<file path="src/mem_unit_pkg.sv">
// --------------------------------------------------------------------------
// Memory-access unit package with widths, opcodes, cache commands and FSM
// --------------------------------------------------------------------------
package mem_unit_pkg;

    // Widths that carry a meaning
    typedef logic [39:0] addr_t;     // Byte address
    typedef logic [63:0] data_t;     // Doubleword / register value
    typedef logic [4:0]  reg_idx_t;  // Destination register
    typedef logic [5:0]  instr_t;    // Memory instruction code
    typedef logic [4:0]  cmd_t;      // Cache command
    typedef logic [1:0]  size_t;     // Access size
    typedef logic [7:0]  be_t;       // Byte enable

    localparam addr_t IO_END = 40'h8000_0000;  // I/O window ends below this

    // ----------------------------------------------------------------------
    // Instruction codes
    // ----------------------------------------------------------------------
    localparam instr_t LD          = 6'd0;
    localparam instr_t LW          = 6'd1;
    localparam instr_t LWU         = 6'd2;
    localparam instr_t LH          = 6'd3;
    localparam instr_t LHU         = 6'd4;
    localparam instr_t LB          = 6'd5;
    localparam instr_t LBU         = 6'd6;
    localparam instr_t SD          = 6'd7;
    localparam instr_t SW          = 6'd8;
    localparam instr_t SH          = 6'd9;
    localparam instr_t SB          = 6'd10;
    localparam instr_t AMO_LRW     = 6'd11;
    localparam instr_t AMO_LRD     = 6'd12;
    localparam instr_t AMO_SCW     = 6'd13;
    localparam instr_t AMO_SCD     = 6'd14;
    localparam instr_t AMO_SWAPW   = 6'd15;
    localparam instr_t AMO_SWAPD   = 6'd16;
    localparam instr_t AMO_ADDW    = 6'd17;
    localparam instr_t AMO_ADDD    = 6'd18;
    localparam instr_t AMO_XORW    = 6'd19;
    localparam instr_t AMO_XORD    = 6'd20;
    localparam instr_t AMO_ANDW    = 6'd21;
    localparam instr_t AMO_ANDD    = 6'd22;
    localparam instr_t AMO_ORW     = 6'd23;
    localparam instr_t AMO_ORD     = 6'd24;
    localparam instr_t AMO_MINW    = 6'd25;
    localparam instr_t AMO_MIND    = 6'd26;
    localparam instr_t AMO_MAXW    = 6'd27;
    localparam instr_t AMO_MAXD    = 6'd28;
    localparam instr_t AMO_MINWU   = 6'd29;
    localparam instr_t AMO_MINDU   = 6'd30;
    localparam instr_t AMO_MAXWU   = 6'd31;
    localparam instr_t AMO_MAXDU   = 6'd32;

    // ----------------------------------------------------------------------
    // Cache commands, same encoding as the core's dcache port
    // ----------------------------------------------------------------------
    localparam cmd_t CMD_LOAD  = 5'b00000;
    localparam cmd_t CMD_STORE = 5'b00001;
    localparam cmd_t CMD_SWAP  = 5'b00100;
    localparam cmd_t CMD_LR    = 5'b00110;
    localparam cmd_t CMD_SC    = 5'b00111;
    localparam cmd_t CMD_ADD   = 5'b01000;
    localparam cmd_t CMD_XOR   = 5'b01001;
    localparam cmd_t CMD_OR    = 5'b01010;
    localparam cmd_t CMD_AND   = 5'b01011;
    localparam cmd_t CMD_MIN   = 5'b01100;
    localparam cmd_t CMD_MAX   = 5'b01101;
    localparam cmd_t CMD_MINU  = 5'b01110;
    localparam cmd_t CMD_MAXU  = 5'b01111;

    localparam size_t SIZE_B = 2'd0;
    localparam size_t SIZE_H = 2'd1;
    localparam size_t SIZE_W = 2'd2;
    localparam size_t SIZE_D = 2'd3;

    typedef enum logic [1:0] {
        S_IDLE,   // Waiting for req
        S_READ,   // RAM read in progress
        S_WRITE,  // AMO write-back
        S_ACK     // Holding ack until req drops
    } ctrl_state_t;

endpackage

</file>
<file path="src/dcache_interface.sv">
// --------------------------------------------------------------------------
// Request decoder and response formatter between the CPU and the data RAM
// --------------------------------------------------------------------------
`timescale 1ns/1ns

module dcache_interface import mem_unit_pkg::*; #(
    parameter addr_t IO_BASE = 40'h4000_0000
) (
    input  instr_t instr_i,      // Memory instruction
    input  addr_t  addr_i,       // Byte address
    input  data_t  data_i,       // Store data / AMO operand
    input  data_t  ram_rdata_i,  // Old doubleword from RAM
    input  logic   sc_fail_i,    // SC outcome from controller
    output cmd_t   cmd_o,
    output size_t  size_o,
    output be_t    be_o,
    output data_t  wdata_o,      // Store data in its lane
    output logic   is_load_o,    // Load or LR
    output logic   is_store_o,   // Store or SC
    output logic   is_amo_o,     // Read-modify-write atomic
    output logic   xcpt_ma_o,
    output logic   io_space_o,
    output data_t  resp_data_o
);

    logic       known;        // Instruction code is valid
    logic       ld_unsigned;  // Zero-extend the result
    logic [5:0] lane_shift;   // Bit offset of the addressed lane
    data_t      lane;

    // ----------------------------------------------------------------------
    // Request decode
    // ----------------------------------------------------------------------
    always_comb begin
        known = 1'b1;
        case (instr_i)
            LD, LW, LWU, LH, LHU, LB, LBU: cmd_o = CMD_LOAD;
            SD, SW, SH, SB:                cmd_o = CMD_STORE;
            AMO_LRW, AMO_LRD:              cmd_o = CMD_LR;
            AMO_SCW, AMO_SCD:              cmd_o = CMD_SC;
            AMO_SWAPW, AMO_SWAPD:          cmd_o = CMD_SWAP;
            AMO_ADDW, AMO_ADDD:            cmd_o = CMD_ADD;
            AMO_XORW, AMO_XORD:            cmd_o = CMD_XOR;
            AMO_ANDW, AMO_ANDD:            cmd_o = CMD_AND;
            AMO_ORW, AMO_ORD:              cmd_o = CMD_OR;
            AMO_MINW, AMO_MIND:            cmd_o = CMD_MIN;
            AMO_MAXW, AMO_MAXD:            cmd_o = CMD_MAX;
            AMO_MINWU, AMO_MINDU:          cmd_o = CMD_MINU;
            AMO_MAXWU, AMO_MAXDU:          cmd_o = CMD_MAXU;
            default: begin
                known = 1'b0;              // Unknown code, no access
                cmd_o = CMD_LOAD;
            end
        endcase
    end

    // Access size, doubleword for everything not narrower
    always_comb begin
        case (instr_i)
            LW, LWU, SW, AMO_LRW, AMO_SCW, AMO_SWAPW, AMO_ADDW, AMO_XORW,
            AMO_ANDW, AMO_ORW, AMO_MINW, AMO_MAXW, AMO_MINWU, AMO_MAXWU:
                size_o = SIZE_W;
            LH, LHU, SH: size_o = SIZE_H;
            LB, LBU, SB: size_o = SIZE_B;
            default:     size_o = SIZE_D;
        endcase
    end

    assign ld_unsigned = (instr_i == LWU) || (instr_i == LHU) || (instr_i == LBU);

    // Class bits for the controller and PMU
    assign is_load_o  = known && (cmd_o == CMD_LOAD || cmd_o == CMD_LR);
    assign is_store_o = known && (cmd_o == CMD_STORE || cmd_o == CMD_SC);
    assign is_amo_o   = known && !is_load_o && !is_store_o;

    // Byte mask and misalignment by size
    always_comb begin
        case (size_o)
            SIZE_B: begin
                be_o      = 8'h01 << addr_i[2:0];
                xcpt_ma_o = 1'b0;
            end
            SIZE_H: begin
                be_o      = 8'h03 << addr_i[2:0];
                xcpt_ma_o = addr_i[0];
            end
            SIZE_W: begin
                be_o      = 8'h0f << addr_i[2:0];
                xcpt_ma_o = |addr_i[1:0];
            end
            default: begin
                be_o      = 8'hff;
                xcpt_ma_o = |addr_i[2:0];
            end
        endcase
    end

    assign io_space_o = (addr_i >= IO_BASE) && (addr_i < IO_END);
    assign lane_shift = {addr_i[2:0], 3'b000};
    assign wdata_o    = data_i << lane_shift;  // Move operand to its lane

    // ----------------------------------------------------------------------
    // Response format
    // ----------------------------------------------------------------------
    assign lane = ram_rdata_i >> lane_shift;

    always_comb begin
        if (cmd_o == CMD_SC) begin
            resp_data_o = {63'd0, sc_fail_i};  // 0 on success
        end else begin
            case (size_o)
                SIZE_B:  resp_data_o = {{56{lane[7] & !ld_unsigned}}, lane[7:0]};
                SIZE_H:  resp_data_o = {{48{lane[15] & !ld_unsigned}}, lane[15:0]};
                SIZE_W:  resp_data_o = {{32{lane[31] & !ld_unsigned}}, lane[31:0]};
                default: resp_data_o = lane;
            endcase
        end
    end

endmodule

</file>
<file path="config.mk">
export PLATFORM = sky130hd
export DESIGN_NAME = dcache_interface
export DESIGN_NICKNAME = d
export VERILOG_FILES = /design/src/mem_unit_pkg.sv /design/src/dcache_interface.sv
export SDC_FILE = /design/constraint.sdc
export NUM_CORES = 1
export LEC_CHECK = 0
export BUFFER_PORTS_ARGS = -buffer_cell sky130_fd_sc_hd__buf_2
export CORE_AREA = 2 2 127 129
export DETAILED_ROUTE_END_ITERATION = 8
export DIE_AREA = 0 0 129 131
export PLACE_DENSITY = 0.62
export REMOVE_ABC_BUFFERS = 1
export SLEW_MARGIN = 20
export SYNTH_ARGS = -nofsm -noshare
export SYNTH_HDL_FRONTEND = slang
export SYNTH_SLANG_ARGS = --single-unit
export TNS_END_PERCENT = 100
</file>
<file path="constraint.sdc">
create_clock -name vclk -period 2.5
set_input_delay 0.125 -clock vclk [all_inputs]
set_output_delay 0.125 -clock vclk [all_outputs]
set_load 0.02 [all_outputs]
</file>
# Word-level counts from Yosys, hierarchy flattened
# Memories as Yosys holds them, arrays and structs flattened.
# Index checks and enable logic that the tools add are counted.
[word_totals]
ff_bits = 0
latchBits = 0
ramBits = 0
mem_bits_ro = 64
input_bits = 175
out_inout_bits = 148
word_cells = 85
memories = 1
[classes]
n_addsub = 0
multipliers = 0
n_div = 0
order_cmp = 2
n_eq_ne = 37
n_shift = 5
mux = 7
bitwise_logic = 3
n_reduce_logical = 30
[mem_list]
columns = ["name", "words", "width", "rd", "rd_ports_with_merged_regs", "write_ports", "line", "text"]
rows = [
  ["(name not given)", 32, 2, 1, 0, 0, "dcache_interface.sv:59", "case (instr_i)"],
]
[op_table]
columns = ["cell", "count"]
rows = [
  ["case mux 64 bit (3 select lines)", 1],
  ["equality test 6 x 5 -> 1 bit (second input constant)", 16],
  ["two-way mux 64 bit", 1],
  ["left shift 64 x 6 -> 64 bit", 1],
  [">> shifter 64 x 6 -> 64 bit", 1],
  ["equality test 6 x 4 -> 1 bit (second input constant)", 8],
  ["case mux 4 bit (12 select lines)", 1],
  ["greater-or-equal comparator 40 x 31 -> 1 bit (second input constant)", 1],
  ["< comparator 40 x 32 -> 1 bit (second input constant)", 1],
  ["OR reduction 33 bit", 1],
  ["equality test 6 x 3 -> 1 bit (second input constant)", 4],
  ["case mux 8 bit (3 select lines)", 1],
  ["OR reduction 2 bit", 12],
  ["equality test 6 x 2 -> 1 bit (second input constant)", 2],
  ["equality test 5 x 3 -> 1 bit (second input constant)", 2],
  ["left shift 1 x 3 -> 8 bit (first input constant)", 1],
  ["left shift 2 x 3 -> 8 bit (first input constant)", 1],
  ["left shift 4 x 3 -> 8 bit (first input constant)", 1],
  ["equality test 6 x 1 -> 1 bit (second input constant)", 1],
  ["equality test 6 bit (second input constant)", 1],
  ["logical NOT 6 bit", 1],
  ["equality test 5 x 1 -> 1 bit (second input constant)", 1],
  ["logical AND 1 bit", 5],
  ["logical NOT 5 bit", 1],
  ["other kinds (11)", 18],
]

# Longest topological paths before layout
[depth]
depth_word = 9
mapped_depth = 15
ltp_nobuf = 13

# Least setup slack after synthesis
# OpenSTA, ideal clock, no wires.
[synth_timing]
path_type = "input to output"
from = "in instr_i[4]"
to = "out resp_data_o[48]"
arrival_ns = 2.835
required_ns = 2.375
slack_ns = -0.460
path_stages = 12
path_buffers = 4
cell_sequence = "clkbuf_1 > clkbuf_1 > nor2_1 > nor3_1 > inv_1 > ha_1 > inv_1 > o41a_1 > clkbuf_1 > clkbuf_1 > a21oi_1 > nor3_1"
[synth_lines]
columns = ["item", "line", "text"]
rows = [
  ["start: declaration", "dcache_interface.sv:9", "input instr_t instr_i,"],
  ["memory read (32 x 2 bit) (*)", "-", ""],
  ["two-way mux 2 bit (*)", "dcache_interface.sv:59", ""],
  ["net size_o[0]", "dcache_interface.sv:15", "output size_t size_o,"],
  ["equality test 2 bit (tied with other cells)", "dcache_interface.sv:111", "case (size_o)"],
  ["case mux 64 bit (3 select lines) (*)", "dcache_interface.sv:111", ""],
  ["two-way mux 64 bit (*)", "dcache_interface.sv:108", "if (cmd_o == CMD_SC) begin"],
  ["end: declaration", "dcache_interface.sv:23", "output data_t resp_data_o"],
]
# Mark *: on every way through the listed nets, which the timed path passes. The rest lies on a longest branch.

# Worst setup path in the final report
[layout_timing]
from = "in instr_i[0]"
to = "out resp_data_o[48]"
[layout_via]
elab_chain_len = 7
[layout_lines]
columns = ["item", "line"]
rows = [
  ["parallel branches: the longest is 6 deep, another holds memory read (32 x 2 bit)", "-"],
  ["two-way mux 64 bit (*)", "dcache_interface.sv:108"],
]
# Mark *: on every way between the ends.

==> results by group <==
Status
  – Run status: complete, but fails checks
  – Violated checks: negative setup slack

Route
  – Total Wirelength: 22000 um
  – Post-DRT Antenna Nets: 0
  – Vias: 6661
  – WL per Instance: 17.9 um
  – Starting DRC count in detailed routing: 412
  – Detailed-route vias per instance: 5.41
  – Drt pass-1 iters: 5
  – DRC: 0

Power and ir drop
  – Sw power: 1.21 mW
  – Logic pwr share: 100.0%
  – Seq pwr share: 0%
  – Power Density: 278 nW/um^2
  – Clock share of power: 0%
  – Design internal power: 953 uW
  – Maximum vdd drop: 144 uV
  – Final Power: 2.16 mW
  – Sw frac: 55.9%
  – Leakage power: 3.67 nW

Hold path
  – HP Class: input port to output port
  – Hold path cells: 3
  – Hold Path Sink: resp_data_o[0]
  – Hold_sp: sc_fail_i

Floorplan
  – Die H: 131 um
  – Die W: 129 um
  – I/O pin total: 323
  – Rows: 46
  – Initial core utilization: 30.9%
  – Full die area: 16900 sq um
  – Core Area: 15600 sq um

Timing
  – RSZ-0062 raised after global routing: yes
  – Fin Hold WS: 609 ps
  – Final hold violation count: 0
  – Fin worst setup slack: -32.1 ps
  – Fmax: 395 MHz
  – Slew margin rel.: 47.9%
  – Final Max Slew Viols: 0
  – Final setup fails: 3
  – Setup TNS: -47.3 ps
  – Period minus WS final: 2530 ps
  – Slew @ Worst Pin: 778 ps
  – Final period util: 101%

Global route
  – Initial antenna violation count: 1
  – Final global-route overflow total: 0
  – Total track usage: 23.4%
  – Vias in the first global route: 6116
  – Largest net degree at the start of global routing: 86
  – First-pass GRT wire length: 32100 um

Critical path
  – Arr. time, crit path: 2410 ps
  – Critical path peak fanout: 6
  – Crit Path Class: input port to output port
  – Critical path required time: 2380 ps
  – Startpoint types: input port
  – Worst setup EP type: output port

Synth
  – Mapped Area: 4830 sq um
  – Top post-synthesis cells by area: mux2i_1 18%, mux2_2 13%, a21oi_1 13%, nor2_1 5.9%, mux4_2 4.2%
  – Register area share after synthesis: 0%
  – Yosys top cell area share: 17.6%
  – Syn avg cell area: 6.75 sq um
  – Yosys warns: 0
  – Gate Count Post-Synth: 715
  – Yosys top cell by area: mux2i_1
  – Synth cell types: 56

Place
  – Post-Place Worst Slack: -241 ps
  – Gpl congestion: 0.878
  – Placed Cells: 1208
  – Input/output buffers: 295
  – DPL Wire Length: 16200 um

Layout
  – Clock buffers: 0
  – Most common cell after layout, fill and taps aside: buf_2
  – Cell Count, Final, Fillers Out: 1231
  – Final net count: 1201
  – Seq Cell Count: 0
  – Storage element area: 0 sq um
  – Layout area overhead: 60.7%
  – Ant. Diodes: 0
  – Multi-input gate area: 4820 sq um
  – Most frequent cells in the layout: 243 x buf_2, 106 x a21oi_1, 85 x mux2i_1, 85 x buf_4, 72 x nor2_1
  – Filler Cell Count: 1574
  – Layout cells sized above 1: 52.2%

Flow run
  – Maxcap violations: 0
-- cell families (layout without fill, tap and decap cells) --
group | after synthesis | in the layout | synth area share, %
compound gates | 222 | 222 | 27.7
fa+ha+maj | 9 | 9 | 2.33
buf+inv | 96 | 396 | 9.54
mux | 151 | 151 | 35.2
other cells | 1 | 1 | 0.0777
simple gates | 236 | 236 | 25.1
-- worst max-delay path, stage by stage --
cell and delay, ps:
buf_12 110, ha_4 160, inv_2 60, nand2_2 60
a21oi_2 150, a21oi_2 50, buf_4 130, buf_4 130
nor3_4 190, ha_2 200, nor2b_4 170, a2111oi_4 70
buf_4 200, buf_16 150, nor3_1 230, buf_2 220
-- area by class of cell --
cell class,instances,area share (%)
multi-input cells,619,62.2
repair buffers,376,33.3
well taps,216,3.48
inverters,20,1.06
-- timing repair --
item,in CTS,in global routing
cloned,3,2
buffers inserted,9,10
gates resized for setup,50,141
endpoints found under the setup margin,57,61
pin swaps,8,26
hold buffers,0,0
-- synth_stat cells, types with 6 or more instances --
cell,instances
o22ai_1,26
ha_1,9
nor2_1,76
a21oi_1,123
and2_1,22
buf_4,6
buf_2,20
a211oi_1,15
mux2_2,56
o21ai_0,24
nand2_1,44
o221ai_1,8
nor3_2,14
mux2i_1,85
mux4_2,9
inv_1,19
nand3_1,6
clkbuf_1,35
nor2b_1,24
nor3_1,23
buf_1,8
nand2b_1,12
buf_6,7
-- metal layers --
| metal | vias up | routed length, um | GRT usage [%] |
|---|---|---|---|
| met1 | 3147 | 9310 | 30.5 |
| met5 | - | 13 | 0 |
| met4 | 2 | 382 | 4.28 |
| li1 | 3213 | - | - |
| met2 | 266 | 11000 | 41.6 |
| met3 | 33 | 1310 | 3.05 |
-- stage by stage --
step | util [%] | cell area [sq um]
2_1_floorplan | - | 4440
3_3_place_gp | 43.2 | 6730
3_5_place_dp | 43.2 | 6730
4_1_cts | 45.3 | 7070
5_1_grt | 49.7 | 7750
6_report | 49.7 | 7750
-- worst max-delay path by stage --
stage,endpoint,slack (ps),depth (start not counted),from
after detailed placement,resp_data_o[39],-240,15,instr_i[0]
final,resp_data_o[48],-30,16,instr_i[0]
after CTS,resp_data_o[52],-40,15,instr_i[1]
after global placement,resp_data_o[39],-250,15,instr_i[0]
after global routing,resp_data_o[48],-120,16,instr_i[0]
after floorplan,resp_data_o[16],-950,13,instr_i[0]
-- power by group through the flow --
| stage | clock (mW) | sequential, mW | combinational, mW |
|---|---|---|---|
| after global routing | 0 | 0 | 2.31 |
| after floorplan | 0 | 0 | 1.03 |
| after CTS | 0 | 0 | 1.93 |
| after global placement | 0 | 0 | 1.80 |
| final | 0 | 0 | 2.16 |
| after detailed placement | 0 | 0 | 1.81 |
Power figures use the tool's default switching activity.
