## src/mem_unit_pkg.sv

```systemverilog
// --------------------------------------------------------------------------
// Memory-access unit package with widths, opcodes, cache commands and FSM
// --------------------------------------------------------------------------
package mem_unit_pkg;

    // Widths that carry a meaning
    typedef logic [39:0] addr_t;     // Byte address
    typedef logic [63:0] data_t;     // Doubleword / register value
    typedef logic [4:0]  reg_idx_t;  // Destination register
    typedef logic [5:0]  instr_t;    // Memory instruction code
    typedef logic [4:0]  cmd_t;      // Cache command
    typedef logic [1:0]  size_t;     // Access size
    typedef logic [7:0]  be_t;       // Byte enable

    localparam addr_t IO_END = 40'h8000_0000;  // I/O window ends below this

    // ----------------------------------------------------------------------
    // Instruction codes
    // ----------------------------------------------------------------------
    localparam instr_t LD          = 6'd0;
    localparam instr_t LW          = 6'd1;
    localparam instr_t LWU         = 6'd2;
    localparam instr_t LH          = 6'd3;
    localparam instr_t LHU         = 6'd4;
    localparam instr_t LB          = 6'd5;
    localparam instr_t LBU         = 6'd6;
    localparam instr_t SD          = 6'd7;
    localparam instr_t SW          = 6'd8;
    localparam instr_t SH          = 6'd9;
    localparam instr_t SB          = 6'd10;
    localparam instr_t AMO_LRW     = 6'd11;
    localparam instr_t AMO_LRD     = 6'd12;
    localparam instr_t AMO_SCW     = 6'd13;
    localparam instr_t AMO_SCD     = 6'd14;
    localparam instr_t AMO_SWAPW   = 6'd15;
    localparam instr_t AMO_SWAPD   = 6'd16;
    localparam instr_t AMO_ADDW    = 6'd17;
    localparam instr_t AMO_ADDD    = 6'd18;
    localparam instr_t AMO_XORW    = 6'd19;
    localparam instr_t AMO_XORD    = 6'd20;
    localparam instr_t AMO_ANDW    = 6'd21;
    localparam instr_t AMO_ANDD    = 6'd22;
    localparam instr_t AMO_ORW     = 6'd23;
    localparam instr_t AMO_ORD     = 6'd24;
    localparam instr_t AMO_MINW    = 6'd25;
    localparam instr_t AMO_MIND    = 6'd26;
    localparam instr_t AMO_MAXW    = 6'd27;
    localparam instr_t AMO_MAXD    = 6'd28;
    localparam instr_t AMO_MINWU   = 6'd29;
    localparam instr_t AMO_MINDU   = 6'd30;
    localparam instr_t AMO_MAXWU   = 6'd31;
    localparam instr_t AMO_MAXDU   = 6'd32;

    // ----------------------------------------------------------------------
    // Cache commands, same encoding as the core's dcache port
    // ----------------------------------------------------------------------
    localparam cmd_t CMD_LOAD  = 5'b00000;
    localparam cmd_t CMD_STORE = 5'b00001;
    localparam cmd_t CMD_SWAP  = 5'b00100;
    localparam cmd_t CMD_LR    = 5'b00110;
    localparam cmd_t CMD_SC    = 5'b00111;
    localparam cmd_t CMD_ADD   = 5'b01000;
    localparam cmd_t CMD_XOR   = 5'b01001;
    localparam cmd_t CMD_OR    = 5'b01010;
    localparam cmd_t CMD_AND   = 5'b01011;
    localparam cmd_t CMD_MIN   = 5'b01100;
    localparam cmd_t CMD_MAX   = 5'b01101;
    localparam cmd_t CMD_MINU  = 5'b01110;
    localparam cmd_t CMD_MAXU  = 5'b01111;

    localparam size_t SIZE_B = 2'd0;
    localparam size_t SIZE_H = 2'd1;
    localparam size_t SIZE_W = 2'd2;
    localparam size_t SIZE_D = 2'd3;

    typedef enum logic [1:0] {
        S_IDLE,   // Waiting for req
        S_READ,   // RAM read in progress
        S_WRITE,  // AMO write-back
        S_ACK     // Holding ack until req drops
    } ctrl_state_t;

endpackage

```

## src/mem_ctrl.sv

```systemverilog
// --------------------------------------------------------------------------
// Memory controller FSM for the req/ack handshake, RAM sequencing and LR/SC
// --------------------------------------------------------------------------
`timescale 1ns/1ns

module mem_ctrl import mem_unit_pkg::*; #(
    parameter int RAM_AW = 8
) (
    input  logic              clk_i,
    input  logic              arst_n_i,
    input  logic              req_i,
    input  addr_t             addr_i,
    input  reg_idx_t          rd_i,
    input  cmd_t              cmd_i,
    input  be_t               be_i,
    input  data_t             wdata_i,       // Aligned store data
    input  data_t             amo_result_i,  // New doubleword for atomics
    input  logic              is_load_i,
    input  logic              is_store_i,
    input  logic              is_amo_i,
    input  logic              xcpt_ma_i,
    input  logic              io_space_i,
    output logic              ack_o,
    output reg_idx_t          resp_rd_o,
    output logic [RAM_AW-1:0] ram_addr_o,
    output logic              ram_re_o,
    output logic              ram_we_o,
    output be_t               ram_be_o,
    output data_t             ram_wdata_o,
    output logic              sc_fail_o,
    output logic              pmu_load_o,    // One-cycle load event
    output logic              pmu_store_o    // One-cycle store event
);

    ctrl_state_t state_q;
    ctrl_state_t state_d;
    logic        accept;        // Request taken this cycle
    logic        blocked;       // Exception, access suppressed
    logic        resv_valid_q;
    logic [36:0] resv_addr_q;   // Reserved doubleword address
    logic        resv_hit;
    logic        store_we;

    assign accept   = (state_q == S_IDLE) && req_i;
    assign blocked  = xcpt_ma_i || io_space_i;
    assign resv_hit = resv_valid_q && (resv_addr_q == addr_i[39:3]);

    // Stores write on the accept edge, SC only with a matching reservation
    assign store_we = accept && is_store_i && !blocked && (cmd_i != CMD_SC || resv_hit);

    // ----------------------------------------------------------------------
    // Next state
    // ----------------------------------------------------------------------
    always_comb begin
        state_d = state_q;
        case (state_q)
            S_IDLE: begin
                if (req_i) begin
                    if (!blocked && (is_load_i || is_amo_i)) begin
                        state_d = S_READ;
                    end else begin
                        state_d = S_ACK;   // Store, SC or exception
                    end
                end
            end
            S_READ:  state_d = is_amo_i ? S_WRITE : S_ACK;
            S_WRITE: state_d = S_ACK;
            S_ACK: begin
                if (!req_i) begin
                    state_d = S_IDLE;      // Requester dropped req
                end
            end
            default: state_d = S_IDLE;
        endcase
    end

    always_ff @(posedge clk_i or negedge arst_n_i) begin
        if (!arst_n_i) begin
            state_q     <= S_IDLE;
            ack_o       <= 1'b0;
            pmu_load_o  <= 1'b0;
            pmu_store_o <= 1'b0;
        end else begin
            state_q     <= state_d;
            ack_o       <= (state_q == S_ACK) && req_i;  // Falls with req
            pmu_load_o  <= accept && is_load_i;
            pmu_store_o <= accept && is_store_i;
        end
    end

    // ----------------------------------------------------------------------
    // LR reservation
    // ----------------------------------------------------------------------
    always_ff @(posedge clk_i or negedge arst_n_i) begin
        if (!arst_n_i) begin
            resv_valid_q <= 1'b0;
        end else if (accept && !blocked && cmd_i == CMD_LR) begin
            resv_valid_q <= 1'b1;
        end else if (accept && cmd_i == CMD_SC) begin
            resv_valid_q <= 1'b0;   // SC always consumes it
        end else if (ram_we_o && resv_hit) begin
            resv_valid_q <= 1'b0;   // Write to the reserved doubleword
        end
    end

    // Response payload captured at acceptance
    always_ff @(posedge clk_i) begin
        if (accept) begin
            resp_rd_o <= rd_i;
            sc_fail_o <= !resv_hit || blocked;
            if (cmd_i == CMD_LR && !blocked) begin
                resv_addr_q <= addr_i[39:3];
            end
        end
    end

    // RAM control
    assign ram_addr_o  = addr_i[RAM_AW+2:3];
    assign ram_re_o    = (state_q == S_READ);
    assign ram_we_o    = store_we || (state_q == S_WRITE);
    assign ram_be_o    = be_i;
    assign ram_wdata_o = is_amo_i ? amo_result_i : wdata_i;  // Write data mux

endmodule

```

## config.mk

```make
export PLATFORM = sky130hd
export DESIGN_NAME = mem_ctrl
export DESIGN_NICKNAME = d
export VERILOG_FILES = /design/src/mem_unit_pkg.sv /design/src/mem_ctrl.sv
export SDC_FILE = /design/constraint.sdc
export NUM_CORES = 1
export LEC_CHECK = 0
export ABC_AREA = 1
export BUFFER_PORTS_ARGS = -buffer_cell sky130_fd_sc_hd__buf_2
export CAP_MARGIN = 5
export CORE_AREA = 3 3 110 112
export DETAILED_ROUTE_END_ITERATION = 10
export DIE_AREA = 0 0 113 115
export HOLD_SLACK_MARGIN = 0.06
export PLACE_DENSITY = 0.65
export SETUP_SLACK_MARGIN = 0.2
export SYNTH_ARGS = -nofsm -noshare
export SYNTH_HDL_FRONTEND = slang
export SYNTH_SLANG_ARGS = --single-unit
```

## constraint.sdc

```tcl
create_clock -name clk_i -period 5.5 [get_ports clk_i]
set_input_delay 0.55 -clock clk_i [delete_from_list [all_inputs] [get_ports clk_i]]
set_output_delay 0.55 -clock clk_i [all_outputs]
set_load 0.01 [all_outputs]
```

# ---- After elaboration in Yosys (flattened, before gate mapping)
# Cells that the tools add are included.
dict set report word_totals {
  ff_bits 49
  inputBits 194
  output_inout_bits 91
}
dict set report classes {
  mux 9
  eq_ne 9
  n_reduce_logical 24
}
# cell n
set op_table {}
lappend op_table {{64-bit two-way mux} 1}
lappend op_table {{37-bit == test} 1}
lappend op_table {{1-bit logical AND} 13}
lappend op_table {{5-bit by 3-bit == test with 1-bit output (second input constant)} 2}
lappend op_table {{2-bit one-hot mux with 4 select lines} 1}
lappend op_table {{2-bit two-way mux} 3}
lappend op_table {{1-bit logical OR} 5}
lappend op_table {{5-bit by 3-bit != test with 1-bit output (second input constant)} 1}
lappend op_table {{2-bit == test (second input constant)} 2}
lappend op_table {{1-bit two-way mux} 4}
lappend op_table {{2-bit != test (second input constant)} 2}
lappend op_table {{2-bit AND reduction} 2}
lappend op_table {{3-bit nonzero test} 1}
lappend op_table {{2-bit by 1-bit == test with 1-bit output (second input constant)} 1}
lappend op_table {{1-bit zero test} 2}
lappend op_table {{2-bit zero test} 1}

# ---- Depth between registers and ports, before layout
# Gate-level depths: netlist of run 1.
dict set report logic_depth {
  word_depth 10
  depth_mapped 15
  depth_no_buf 15
}

# ---- Worst setup path after synthesis of run 1
# Ideal clock, no wire load.
dict set report synth_timing {
  kind {reg2reg}
  startpoint {reg state_q[0]}
  endpoint {reg resv_addr_q[0] (enable)}
  path_stages_with_launch 5
  path_buffers 0
  setup_ps 527
  slack_ps 496
  arrival_ps 4476
  required_ps 4973
  path_cell_list {dfrtp_1 > inv_1 > ha_1 > nand2_1 > nor4_1}
}
dict set report synth_between {
  elab_chain_len 3
}
# item line
set synth_rtl {}
lappend synth_rtl {{start: declaration} mem_ctrl.sv:35} ;# ctrl_state_t state_q;
lappend synth_rtl {{start signal: assignment} mem_ctrl.sv:84} ;# state_q <= state_d;
lappend synth_rtl {{2-bit zero test} mem_ctrl.sv:44} ;# assign accept = (state_q == S_IDLE) && req_i;
lappend synth_rtl {{1-bit logical AND} mem_ctrl.sv:44}
lappend synth_rtl {{2-bit AND reduction (no line)} n/a}
lappend synth_rtl {{end signal: assignment} mem_ctrl.sv:112} ;# resv_addr_q <= addr_i[39:3];
lappend synth_rtl {{end: declaration} mem_ctrl.sv:40} ;# logic [36:0] resv_addr_q;
# No other way between the ends.
# A chain may end at the register's enable or synchronous reset.

# ---- Worst setup path in the final report of run 1
dict set report layout_timing {
  startpoint {in is_amo_i}
  endpoint {out ram_wdata_o[43]}
}
dict set report layout_between {
  elab_chain_len 1
}
# item line
set layout_rtl {}
lappend layout_rtl {{start: declaration} mem_ctrl.sv:20} ;# input logic is_amo_i,
lappend layout_rtl {{64-bit two-way mux} mem_ctrl.sv:122} ;# assign ram_wdata_o = is_amo_i ? amo_result_i : wdata_i;
lappend layout_rtl {{end: declaration} mem_ctrl.sv:29} ;# output data_t ram_wdata_o,
# No other way between the ends.

==> results of run 1 <==
## flip-flops by register name (all words and copies together), names as in the netlist
name          cells
ack_o             1
pmu_load_o        1
pmu_store_o       1
resp_rd_o         5
resv_addr_q      37
resv_valid_q      1
sc_fail_o         1
state_q           2
## layout by cell type (no fill, tap or decap), types with 3 or more instances in the layout
master | synthesis | layout
a21oi_1 | 5 | 5
buf_2 | 1 | 265
clkbuf_16 | 0 | 5
dfrtp_1 | 6 | 6
edfxtp_1 | 43 | 43
ha_1 | 5 | 5
inv_1 | 71 | 70
inv_2 | 6 | 7
nand2_1 | 289 | 289
nand2_2 | 3 | 3
nand3_1 | 11 | 11
nand4_1 | 9 | 9
nor2_1 | 25 | 25
nor3_1 | 4 | 4
o21ai_0 | 9 | 9
or2_1 | 3 | 3
xnor2_1 | 9 | 9
## worst paths after layout
| check | startpoint | end | slack (ps) |
|---|---|---|---|
| worst max-delay path | is_amo_i | ram_wdata_o[43] | 2650 |
| worst min-delay path | arst_n_i | resv_valid_q | 80 |
| worst max register to register | state_q[0] | resv_addr_q[29] | 3490 |
| worst min register to register | resv_valid_q | resv_valid_q | 650 |
| max in group asynchronous | arst_n_i | pmu_store_o | 5260 |
| min in group clk_i | rd_i[1] | resp_rd_o[1] | 430 |
## through the flow
step           std cells  hold WS, ps  cell area [um^2]
2_1_floorplan        539          254              3540
3_3_place_gp         919          391              4890
3_5_place_dp         919          396              4890
4_1_cts              927         80.7              5040
5_1_grt              929         77.2              5050
6_report             929         77.2              5050
## area by class of cell
type                    count  area, um^2  area share, %
inverters                  77         289           5.72
well taps                 143         179           3.54
multi-input cells         383        1640           32.6
repair buffers            267        1340           26.6
diodes                      2        5.00         0.0991
clock inverters             3        25.0          0.496
clock buffers               5         125           2.48
flip-flops and latches     49        1440           28.5
## cells by family after synthesis
kind of cell	synth area share (%)
adder cells (fa/ha/maj)	1.77
AND/OR/NAND/NOR	39.1
flip-flops	40.7
buffers and inverters	13.1
XOR/XNOR	2.72
AO/OA/AOI/OAI	2.68
## cells in the mapped netlist (all sizes together)
library cell | number | area [um^2]
nor4 | 2 | 12.5
nand2 | 292 | 1100
nor2 | 27 | 111
xnor2 | 9 | 78.8
o211ai | 1 | 7.51
or2 | 3 | 18.8
nand3 | 11 | 55.1
ha | 5 | 62.6
nor3 | 4 | 20.0
nand4 | 9 | 56.3
xor2 | 2 | 17.5
and2 | 1 | 6.26
a21oi | 5 | 25.0
o21ai | 10 | 50.0
clkbuf | 7 | 26.3
inv | 77 | 289
buf | 23 | 148
edfxtp | 43 | 1290
dfrtp | 6 | 150
o22ai | 2 | 12.5
## power by group
group / switching, W / leakage (nW) / internal (W)
sequential: 0.0000115 / 0.462 / 0.000430
clock: 0.000147 / 0.0708 / 0.000172
combinational: 0.000201 / 2.47 / 0.000141
total: 0.000359 / 3.00 / 0.000743
## routing by layer
| metal | track usage (%) | vias to the layer above | share of wire [%] |
|---|---|---|---|
| met5 | 0 | - | 0.095 |
| met4 | 6.09 | 2 | 1.8 |
| met3 | 6.11 | 18 | 9.6 |
| met2 | 29.9 | 166 | 46 |
| met1 | 27.0 | 1749 | 43 |
| li1 | - | 2107 | - |
## worst max-delay path: stages
cell	delay [ps]
buf_2	90
buf_4	320
inv_2	820
nand2_1	120
nand2_1	200
buf_2	170
==> summary.txt, run 1 <==
Drt
  – Drt first pass iters: 4
  – Detail Route Antenna Nets: 0
  – Initial drt markers: 224
  – DRC viols: 0
  – Detail-routed via count per cell: ~4.4
  – Drt total wl: around 14000 um
  – Average routed wire per standard cell: around 15 um
  – Via count: 4042

Clock tree
  – Reg clk slew, reported paths: roughly 70 ps
  – Clock buffer depth: 2
  – Cts hold-fix bufs: 0
  – Setup bufs post-CTS: 0
  – Clk Tree Root Cell: clkbuf_16
  – CTS tree: built
  – CTS Sinks: 49
  – CTS Buf Count: 5
  – Number of gates resized after cts: 0
  – H-Tree Depth: 2
  – Clock Latency Late Sink: 300 ps

Final layout
  – Layout cell share with drive strength beyond 1: a little under two fifths
  – Fillers: 1214
  – Layout Utilization: 44.6%
  – Layout area overhead: 42.6%
  – Fin nets: 982

STA
  – Worst slew pin tran: between 1000 and 1500 ps
  – Final setup violation count: 0
  – RSZ-0062 raised after global routing: false
  – Max Fclk: 0.351 GHz
  – Setup TNS: 0 ps
  – Worst setup margin: between 2000 and 3000 ps
  – Skew final: 8.25 ps
  – Slew Limit Fails: 0
  – Slew HR: 31.3%
  – Hold Violations, Final: 0
  – Fin crit share: about half
  – Tmin final: 2850 ps

Global route
  – Total Routing Usage GR: between 10% and 20%
  – Initial antenna violation count: 4
  – Vias in the first global route: 3675
  – GR Overflow Total: 0
  – First-pass GRT wire length: 19800 um
  – Largest net degree at the start of global routing: 67

Floorplan
  – Die X: 113 um
  – FP Rows: 39
  – Chip Height: 115 um
  – Initial Utilization: 31.3%
  – Core ar.: 11300 um^2
  – Die area: around 13000 um^2
  – I/O pin cnt: ~290

Critical path
  – Critical Path RT: 4950 ps
  – Critical path class: in -> out
  – Critical path arrival: 2300 ps
  – Max FO, Critical Path: 66
  – Worst r2r path cells: 5
  – CP endpoint kind: output port
  – CP Launch Type: input pin

Yosys
  – Yosys cell types: 27
  – Syn_nets: around 740
  – Syn. warnings: 0
  – Post-Syn Instances: 539
  – Avg Cell Area, Syn: 6.57 um^2
  – Synthesis-stage register bit count: between 40 and 50
  – Post-Syn Area: 3540 um^2
  – Seq/Total Area, Yosys: 40.7%

Run
  – Max cap viols: 0

Place
  – DPL Wire Length: around 12000 um
  – Routability congestion estimate from global placement: 0.842
  – # port buffers: 265
  – DP Worst Slack: ~2700 ps

Power
  – LEAKAGE: 3.00 nW
  – Power per cell area: 218 nW/um^2
  – Max rail drop VDD: 0.163 mV
  – Tot Pwr: 0.00110 W

Hold path
  – Worst hold path type: in -> async

Outcome
  – Status: finished clean
No activity file was read; power rests on OpenSTA's default activity.
==> inputs of run 2 (changes only) <==
==> constraint.sdc (replaced) <==
create_clock -name clk_i -period 2.75 [get_ports clk_i]
set_input_delay 0.275 -clock clk_i [delete_from_list [all_inputs] [get_ports clk_i]]
set_output_delay 0.275 -clock clk_i [all_outputs]
set_load 0.01 [all_outputs]
==> run 2 against run 1 <==
Non-clock buffer count grew 3. Critical path depth grew 4. Clock skew is essentially flat. Global-route usage grew 1.0 points. Final area grew 1.1%. Worst hold slack gained 85 ps. Via count grew 2.1%. Largest power group unchanged. Highest routed layer unchanged.
==> summary.txt, run 2 (synthesis results as in run 1) <==
Drt
  – Detail Route Antenna Nets: 0 (unchanged)
  – Drt total wl: 14400 um (was 13700 um)
  – DRC viols: 0 (unchanged)
  – Via count: 4125 (was 4042)
  – Initial drt markers: 250 (was 224)
  – Average routed wire per standard cell: 15.4 um (was 14.7 um)
  – Drt first pass iters: 5 (was 4)
  – Detail-routed via count per cell: 4.42 (was 4.35)

Final layout
  – Top Registers: resv_addr_q x37, resp_rd_o x5, state_q x2 (unchanged)
  – Fin nets: 985 (was 982)
  – Count of non-filler cells in the finished layout: 933 (was 929)
  – Most common cell after layout, fill and taps aside: nand2_1 (unchanged)
  – Footprint of the multi-input gates: 1660 um^2 (was 1640 um^2)
  – Reg area: 1440 um^2 (unchanged)
  – Most frequent cells in the layout: 288 x nand2_1, 265 x buf_2, 69 x inv_1 (was 289 x nand2_1, 265 x buf_2, 70 x inv_1)
  – Layout area overhead: 44.1% (was 42.6%)
  – Reg with most FFs: resv_addr_q (unchanged)
  – Layout cell share with drive strength beyond 1: 37.0% (was 36.7%)
  – Max reg flops: 37 (unchanged)
  – Fillers: 1211 (was 1214)
  – Layout Utilization: 45.1% (was 44.6%)

Global route
  – Vias in the first global route: 3769 (was 3675)
  – Initial antenna violation count: 3 (was 4)
  – First-pass GRT wire length: 20400 um (was 19800 um)
  – GR Overflow Total: 0 (unchanged)
  – Total Routing Usage GR: 20.7% (was 19.7%)
  – Largest net degree at the start of global routing: 65 (was 67)

Place
  – DPL Wire Length: 12300 um (was 11600 um)
  – Placed Instances: 921 (was 919)
  – # port buffers: 265 (unchanged)
  – Routability congestion estimate from global placement: 0.856 (was 0.842)

Critical path
  – Critical Path RT: 2480 ps (was 4950 ps)
  – Slowest-stage cell, CP: edfxtp_1 (was inv_2)
  – Critical Path Most Common Cell: nand2_1
  – Max FO, Critical Path: 2 (was 66)
  – Critical path arrival: 1780 ps (was 2300 ps)
  – CP Buf/Inv Count: 1 (was 4)
  – CP endpoint kind: output port (unchanged)
  – CP Launch Type: register (was input pin)
  – CP cell instances: xnor2_1 > nand2_1 > nor2_1 > nand2_1 > nor2_1 > nand3_1 > nand2_1 > nand2_1 > nand2_2 > buf_2 (was buf_2 > buf_4 > inv_2 > nand2_1 > nand2_1 > buf_2)
  – Worst path max stage delay: 380 ps (was 820 ps)
  – Critical path class: reg -> out (was in -> out)
  – Top cell family by delay on the critical path: simple AND/OR/NAND/NOR gates (was buffers and inverters)

Clock tree
  – H-Tree Depth: 2 (unchanged)
  – Number of gates resized after cts: 0 (unchanged)
  – CTS tree: built (unchanged)
  – Reg clk slew, reported paths: 60 ps (was 70 ps)
  – Clock buffer depth: 2 (unchanged)
  – CTS Buf Count: 5 (unchanged)
  – CTS Sinks: 49 (unchanged)
  – Clock Latency Late Sink: 290 ps (was 300 ps)
  – Clk Tree Root Cell: clkbuf_16 (unchanged)

STA
  – Final setup violation count: 0 (unchanged)
  – Setup TNS: 0 ps (unchanged)
  – RSZ-0062 raised after global routing: false (unchanged)
  – Slew Limit Fails: 0 (unchanged)
  – Worst slew pin tran: 589 ps (was 1030 ps)
  – Max Fclk: 0.488 GHz
  – Fin crit share: 74.6%
  – Skew final: 7.89 ps (was 8.25 ps)
  – Slew HR: 60.7% (was 31.3%)
  – Tmin final: between 2000 and 2500 ps
  – Hold Violations, Final: 0 (unchanged)

Floorplan
  – I/O pin cnt: 285 (unchanged)
  – Die area: 13000 um^2 (unchanged)
  – Die X: 113 um (unchanged)
  – Initial Utilization: 31.3% (unchanged)
  – Chip Height: 115 um (unchanged)
  – Core ar.: 11300 um^2 (unchanged)
  – FP Rows: 39 (unchanged)

Power
  – Tot Pwr: 0.00227 W (was 0.00110 W)
  – LEAKAGE: 3.02 nW (was 3.00 nW)
  – Max rail drop VDD: 0.308 mV (was 0.163 mV)
  – Power per cell area: 445 nW/um^2 (was 218 nW/um^2)

Hold path
  – Worst hold path type: in -> reg (was in -> async)

Outcome
  – Status: finished clean (unchanged)

Run
  – Max cap viols: 0 (unchanged)
[run 2: changes by cell type in the layout (fill, tap and decap cells not counted), sizes merged]
cell         before  now
clkinv            0    1
dlygate4sd3       0    1
diode             2    3
buf             267  269
bufinv            0    1
inv              79   77
[run 2: path summary, 6_finish.rpt]
path,to,cells after the start,slack [ps],start
min reg2reg,resv_valid_q,4,660,resv_valid_q
max reg2reg,resv_addr_q[32],5,740,state_q[1]
min in group asynchronous,pmu_store_o,2,340,arst_n_i
max in group asynchronous,resv_valid_q,2,2260,arst_n_i
min,resp_rd_o[0],1,160,rd_i[0]
max,ram_we_o,10,700,resv_addr_q[22]
[run 2: per-stage QoR]
step	hold WS (ps)	setup WS [ps]	instance area, um^2
after CTS	158	679	5100
after detailed placement	113	763	4920
after global routing	158	523	5100
after global placement	112	796	4920
final	162	699	5100
after floorplan	-20.6	211	3560
[run 2: repair_timing]
action	4_1_cts	5_1_grt
hold buffers	1	0
buffers inserted	0	0
endpoints found under the hold margin	6	0
[run 2: routing by layer]
| layer | up-vias | track usage [%] | part of all wire (%) |
|---|---|---|---|
| met5 | - | 0 | 0.097 |
| met4 | 4 | 4.81 | 1.7 |
| li1 | 2116 | - | - |
| met2 | 159 | 33.0 | 46 |
| met3 | 19 | 6.89 | 9.8 |
| met1 | 1827 | 27.5 | 43 |
[run 2: power breakdown]
group | switching, W | total, W | internal [W]
registers | 0.0000250 | 0.000885 | 0.000860
logic | 0.000406 | 0.000694 | 0.000288
clock network | 0.000267 | 0.000692 | 0.000426
[run 2: cell type report]
| type | instances | share of cell area, % |
|---|---|---|
| multi-input cells | 383 | 32.4 |
| clock inverters | 3 | 0.809 |
| diodes | 3 | 0.147 |
| well taps | 143 | 3.50 |
| clock buffers | 5 | 2.45 |
| inverters | 77 | 5.66 |
| flip-flops and latches | 49 | 28.2 |
| repair buffers | 270 | 26.8 |
